File: src/verilog/strm_cfg_pkg.sv
// ==================================================
// Cache geometry for the streaming read channel
// ==================================================

package strm_cfg_pkg;

  localparam int adr_bits   = 32;   // Byte address width on both buses
  localparam int line_bits  = 256;  // One line is a full 32 byte bus beat
  localparam int line_bytes = 32;
  localparam int blk_lines  = 64;   // Lines per cache block, 2 KB per block
  localparam int num_blks   = 8;    // Direct mapped, one way

  // Address split, low to high
  localparam int off_bits   = $clog2(line_bytes);      // Bits 4..0 select a byte in the line
  localparam int lidx_bits  = $clog2(blk_lines);       // Bits 10..5 select the line in a block
  localparam int bidx_bits  = $clog2(num_blks);        // Bits 13..11 select the block
  localparam int lidx_lsb   = off_bits;
  localparam int bidx_lsb   = lidx_lsb + lidx_bits;
  localparam int tag_lsb    = bidx_lsb + bidx_bits;
  localparam int tag_bits   = adr_bits - tag_lsb;      // Bits 31..14 are kept as the tag

  // The data RAM holds every line of every block
  localparam int data_depth = blk_lines * num_blks;

  typedef logic [line_bits-1:0] line_t;

  // One entry per block in the tag RAM
  typedef struct packed {
    logic                valid;
    logic [tag_bits-1:0] tag;
  } tag_entry_t;

  typedef logic [lidx_bits+bidx_bits-1:0] line_idx_t;  // Data RAM address, block then line
  typedef logic [bidx_bits-1:0]           blk_idx_t;   // Tag RAM address

endpackage

File: src/verilog/strm_bus_pkg.sv
// ==================================================
// Wishbone classic read bus, 256 bit data
// ==================================================

package strm_bus_pkg;

  // Master to slave half of the bus
  // The same layout is used by the requester and by the fill engine
  // Write enable and byte selects are absent since the channel only reads
  typedef struct packed {
    logic                              cyc;  // Bus cycle in progress
    logic                              stb;  // Valid transfer request
    logic [strm_cfg_pkg::adr_bits-1:0] adr;  // Byte address, line aligned in use
  } wb_req_t;

  // Slave to master half of the bus
  // Ack is a single cycle strobe and dat is only meaningful while it is high
  typedef struct packed {
    logic                ack;
    strm_cfg_pkg::line_t dat;
  } wb_rsp_t;

endpackage

File: src/verilog/strm_fill_engine.sv
`timescale 1ns/1ps

// Fetches one whole block from backing memory into the cache
module strm_fill_engine (
  input  logic                     rclk,
  input  logic                     rst,
  input  logic                     fill_start,
  input  logic [31:0]              fill_adr,
  output strm_bus_pkg::wb_req_t    mem_req,
  input  strm_bus_pkg::wb_rsp_t    mem_rsp,
  output logic                     line_wr,
  output strm_cfg_pkg::line_idx_t  line_idx,
  output strm_cfg_pkg::line_t      line_dat,
  output logic                     tag_wr,
  output strm_cfg_pkg::tag_entry_t tag_dat,
  output logic                     fill_done
);
  import strm_cfg_pkg::*;

  logic                         busy;       // Memory bus cycle held open
  logic [adr_bits-1:bidx_lsb]   blk_base;   // Address bits 31..11 of the block
  logic [lidx_bits-1:0]         line_cnt;   // Next line to fetch within the block
  logic                         line_ack;
  logic                         last_line;

  // ==================================================
  // Sequencing
  // ==================================================

  assign line_ack  = busy && mem_rsp.ack;
  assign last_line = (line_cnt == lidx_bits'(blk_lines - 1));

  always_ff @(posedge rclk) begin
    if (rst) begin
      busy      <= 1'b0;
      line_cnt  <= '0;
      fill_done <= 1'b0;
    end else begin
      fill_done <= tag_wr;  // Done follows the tag write by one cycle
      if (!busy && fill_start) begin
        busy     <= 1'b1;
        line_cnt <= '0;
      end else if (line_ack) begin
        line_cnt <= line_cnt + 1'b1;  // Wraps back to zero after the last line
        if (last_line) begin
          busy <= 1'b0;
        end
      end
    end
  end

  // Block base is only loaded when a fill starts
  always_ff @(posedge rclk) begin
    if (!busy && fill_start) begin
      blk_base <= fill_adr[adr_bits-1:bidx_lsb];
    end
  end

  // ==================================================
  // Memory bus and cache write side
  // ==================================================

  // Cyc and stb stay up across all 64 lines, the address steps on each ack
  always_comb begin
    mem_req.cyc = busy;
    mem_req.stb = busy;
    mem_req.adr = {blk_base, line_cnt, {off_bits{1'b0}}};
  end

  // Acked data goes straight into the data RAM
  assign line_wr  = line_ack;
  assign line_idx = {blk_base[bidx_lsb +: bidx_bits], line_cnt};
  assign line_dat = mem_rsp.dat;

  // Tag goes in with the final line so a lookup never sees a half filled block
  assign tag_wr = line_ack && last_line;

  always_comb begin
    tag_dat.valid = 1'b1;
    tag_dat.tag   = blk_base[adr_bits-1:tag_lsb];
  end

endmodule

File: config.mk
export PLATFORM = sky130hd
export DESIGN_NAME = strm_fill_engine
export DESIGN_NICKNAME = d
export VERILOG_FILES = /design/src/verilog/strm_cfg_pkg.sv /design/src/verilog/strm_bus_pkg.sv /design/src/verilog/strm_fill_engine.sv
export SDC_FILE = /design/constraint.sdc
export NUM_CORES = 1
export LEC_CHECK = 0
export ABC_CLOCK_PERIOD_IN_PS = 2410
export BUFFER_PORTS_ARGS = -buffer_cell sky130_fd_sc_hd__buf_4
export CAP_MARGIN = 20
export CORE_AREA = 2 2 240 242
export CTS_CLUSTER_SIZE = 8
export DETAILED_ROUTE_END_ITERATION = 12
export DIE_AREA = 0 0 242 244
export GPL_ROUTABILITY_DRIVEN = 0
export SYNTH_ARGS = -nofsm -noshare
export SYNTH_HDL_FRONTEND = slang
export SYNTH_SLANG_ARGS = --single-unit
File: constraint.sdc
create_clock -name rclk -period 2.41 [get_ports rclk]
set_input_delay 0.482 -clock rclk [delete_from_list [all_inputs] [get_ports rclk]]
set_output_delay 0.482 -clock rclk [all_outputs]
set_load 0.01 [all_outputs]
==> flow_summary.ini <==
[sta]
slew_viol_final = 0
timing.final.crit_period_ns = 1.97
slew_headroom_pct = 49.2
fmax_mhz = 507
rsz0062_at_grt = false
hold_violations = 0
setup_violations = 0
layout_setup_ws_ns = 0.440
worst_pin_slew_ns = 0.762
finalClockSkew_ns = 0.00387
fin_setup_tns_ns = 0
fin_crit_sh_pct = 81.8

[layout]
layout_common_cells = buf_4 (83), edfxtp_1 (21), dfxtp_1 (8)
fill_cells = 6670
drive_above_1_share_pct = 57.9
num_antenna_cells = 0
nNetsFinal = 451
area.growth.synth_to_final_pct = -13.7
final_area_um2 = 2730
mostFrequentLayoutCell = buf_4

[die]
fp.dieH_um = 244
core.rowCount = 87
die_width_um = 242
core_um2 = 56200
num_io_pins = 613
dieArea_um2 = 59000
initial_utilization_pct = 5.64

[logic_synthesis]
synth_fa_ha_area_share_pct = 0.395
synth.mux.area_fraction_pct = 0
synth.distinct_cells = 20
yosys.area_share.xor_xnor_pct = 0.553
synth_area_per_cell_um2 = 8.92
syn-cell-area_um2 = 3170
syn_inst = 355
synth_compound_area_share_pct = 1.23
synth_seq_area_share_pct = 25.0
synth_seq_cells = 29
yosys.area_share.simple_pct = 3.36
synth_top_family_by_area = buffers and inverters
yosys_warnings = 0

[setup_path]
crit_path_start_kind = flip-flop
cp_slowest_cell = dfxtp_1
critPathMaxStageDelay_ns = 0.44
cp.arrival_ns = 1.49
worst-path-max-fanout = 6
crit_family = flip-flops
cp_num_buf_inv = 1
reg2reg_setup_slack_ns = 0.88
crit_type = reg -> out
cp_cell_sequence = ha_1, nand3_1, nor3_1, buf_4
end_kind = output pin
worstPathRequired_ns = 1.93

[placement]
port_buffers = 83
place_area_um2 = 2560
hpwl_um = 16400
pre_cts_slack_ns = 0.746

[flow_run]
maxCapViolCount = 0

[power_and_ir_drop]
p_seq_share_pct = 41.9
clkPwrFrac_pct = 48.0
p_per_area_nw_per_um2 = 508
p_comb_share_pct = 10.1
swShare_pct = 19.8
ir_drop_v = 0.000323
power_leakage_nw = 0.828
internal_power_mw = 1.11
switchingPower_mw = 0.275

[global_route]
grt_pass1_vias = 1486
grt_pass1_wl_um = 20400
grt_overflow = 0
grtUsageTotal_pct = 5.57
antenna_found_initial = 0
grt_max_degree = 22

[clocking]
clock_path_buffers = 2
clk_latency_ns = 0.27
clock-sinks = 29
cts_made_buffers = 5
cts_setup_buffers = 0
clk_pin_slew_ns = 0.05
cts_resized = 0
h-tree-depth = 2
cts_tree = yes
cts_hold_buf = 0
cts_root_buf = clkbuf_16

[routing]
antenna_left = 0
routed-via-count = 1374
routed_via_density = 1.50
wl_um = 17600
drc = 0
dr.pass1.iters = 4
drt_iter0_markers = 19
routedWlPerCell_um = 19.3

[status]
outcome = completed

[hold_path]
hp-class = in -> reg
synthesized netlist by cell type:
library cell	instances	share of area (%)
buf_4	291	69
edfxtp_1	21	20
dfxtp_1	8	5.1
nand2_1	4	0.47
nand3_1	4	0.63
a21oi_1	3	0.47
nor2_1	3	0.36
o21ai_0	3	0.47
or3_1	3	0.59
conb_1	2	0.24
inv_1	2	0.24
nand2b_1	2	0.40
nor3_1	2	0.32
a21oi_2	1	0.28
ha_1	1	0.40
nand2_2	1	0.20
nand4_1	1	0.20
nor4_1	1	0.20
xnor2_1	1	0.28
xor2_1	1	0.28
stage by stage:
step           hold WS [ns]  util, %  std cells  power [mW]
4_1_cts               0.381     4.87        915        1.41
6_report              0.388     4.87        915        1.39
3_3_place_gp          0.525     4.57        907       0.730
5_1_grt               0.379     4.87        915        1.44
2_1_floorplan         0.513        -        359        1.10
3_5_place_dp          0.525     4.57        907       0.733
worst paths after layout:
kind                                    from           end  cells past startpoint
worst min register to register   line_cnt[5]     fill_done                      2
worst max-delay path             line_cnt[0]        tag_wr                      4
worst max register to register          busy  blk_base[31]                      2
worst min-delay path            fill_adr[25]  blk_base[25]                      1
cell families (layout without fill, tap and decap cells):
kind of cell | Yosys count | after routing
buf+inv | 293 | 93
xor+xnor | 2 | 2
compound gates | 7 | 7
flops | 29 | 29
other cells | 2 | 6
fa+ha+maj | 1 | 1
simple gates | 21 | 21
flip-flops by register name, indices dropped and copies added, names as in the netlist:
| signal | flops |
|---|---|
| fill_done | 1 |
| blk_base | 21 |
| line_cnt | 6 |
| busy | 1 |
per-layer routing:
metal | vias up | routed length (um) | track usage, %
met5 | - | 0 | 0
met4 | 0 | 1090 | 3.38
met3 | 96 | 6400 | 9.30
met2 | 373 | 8580 | 9.81
met1 | 494 | 1540 | 1.23
li1 | 411 | - | -
area by class of cell:
| cell class | instances | area, um^2 | share of cell area, % |
|---|---|---|---|
| Tap cell | 756 | 946 | 34.6 |
| Sequential cell | 29 | 791 | 28.9 |
| Multi-Input combinational cell | 37 | 198 | 7.23 |
| Clock buffer | 8 | 168 | 6.14 |
| Timing Repair Buffer | 83 | 623 | 22.8 |
| Inverter | 2 | 7.51 | 0.275 |
power groups by stage:
stage	Sequential, mW	Combinational [mW]	Clock, mW
floorplan	0.595	0.506	0
global placement	0.589	0.141	0
detailed placement	0.590	0.142	0
CTS	0.581	0.142	0.684
global route	0.582	0.151	0.702
finish	0.581	0.140	0.666
Note: power is estimated with default switching activity, not from simulation.
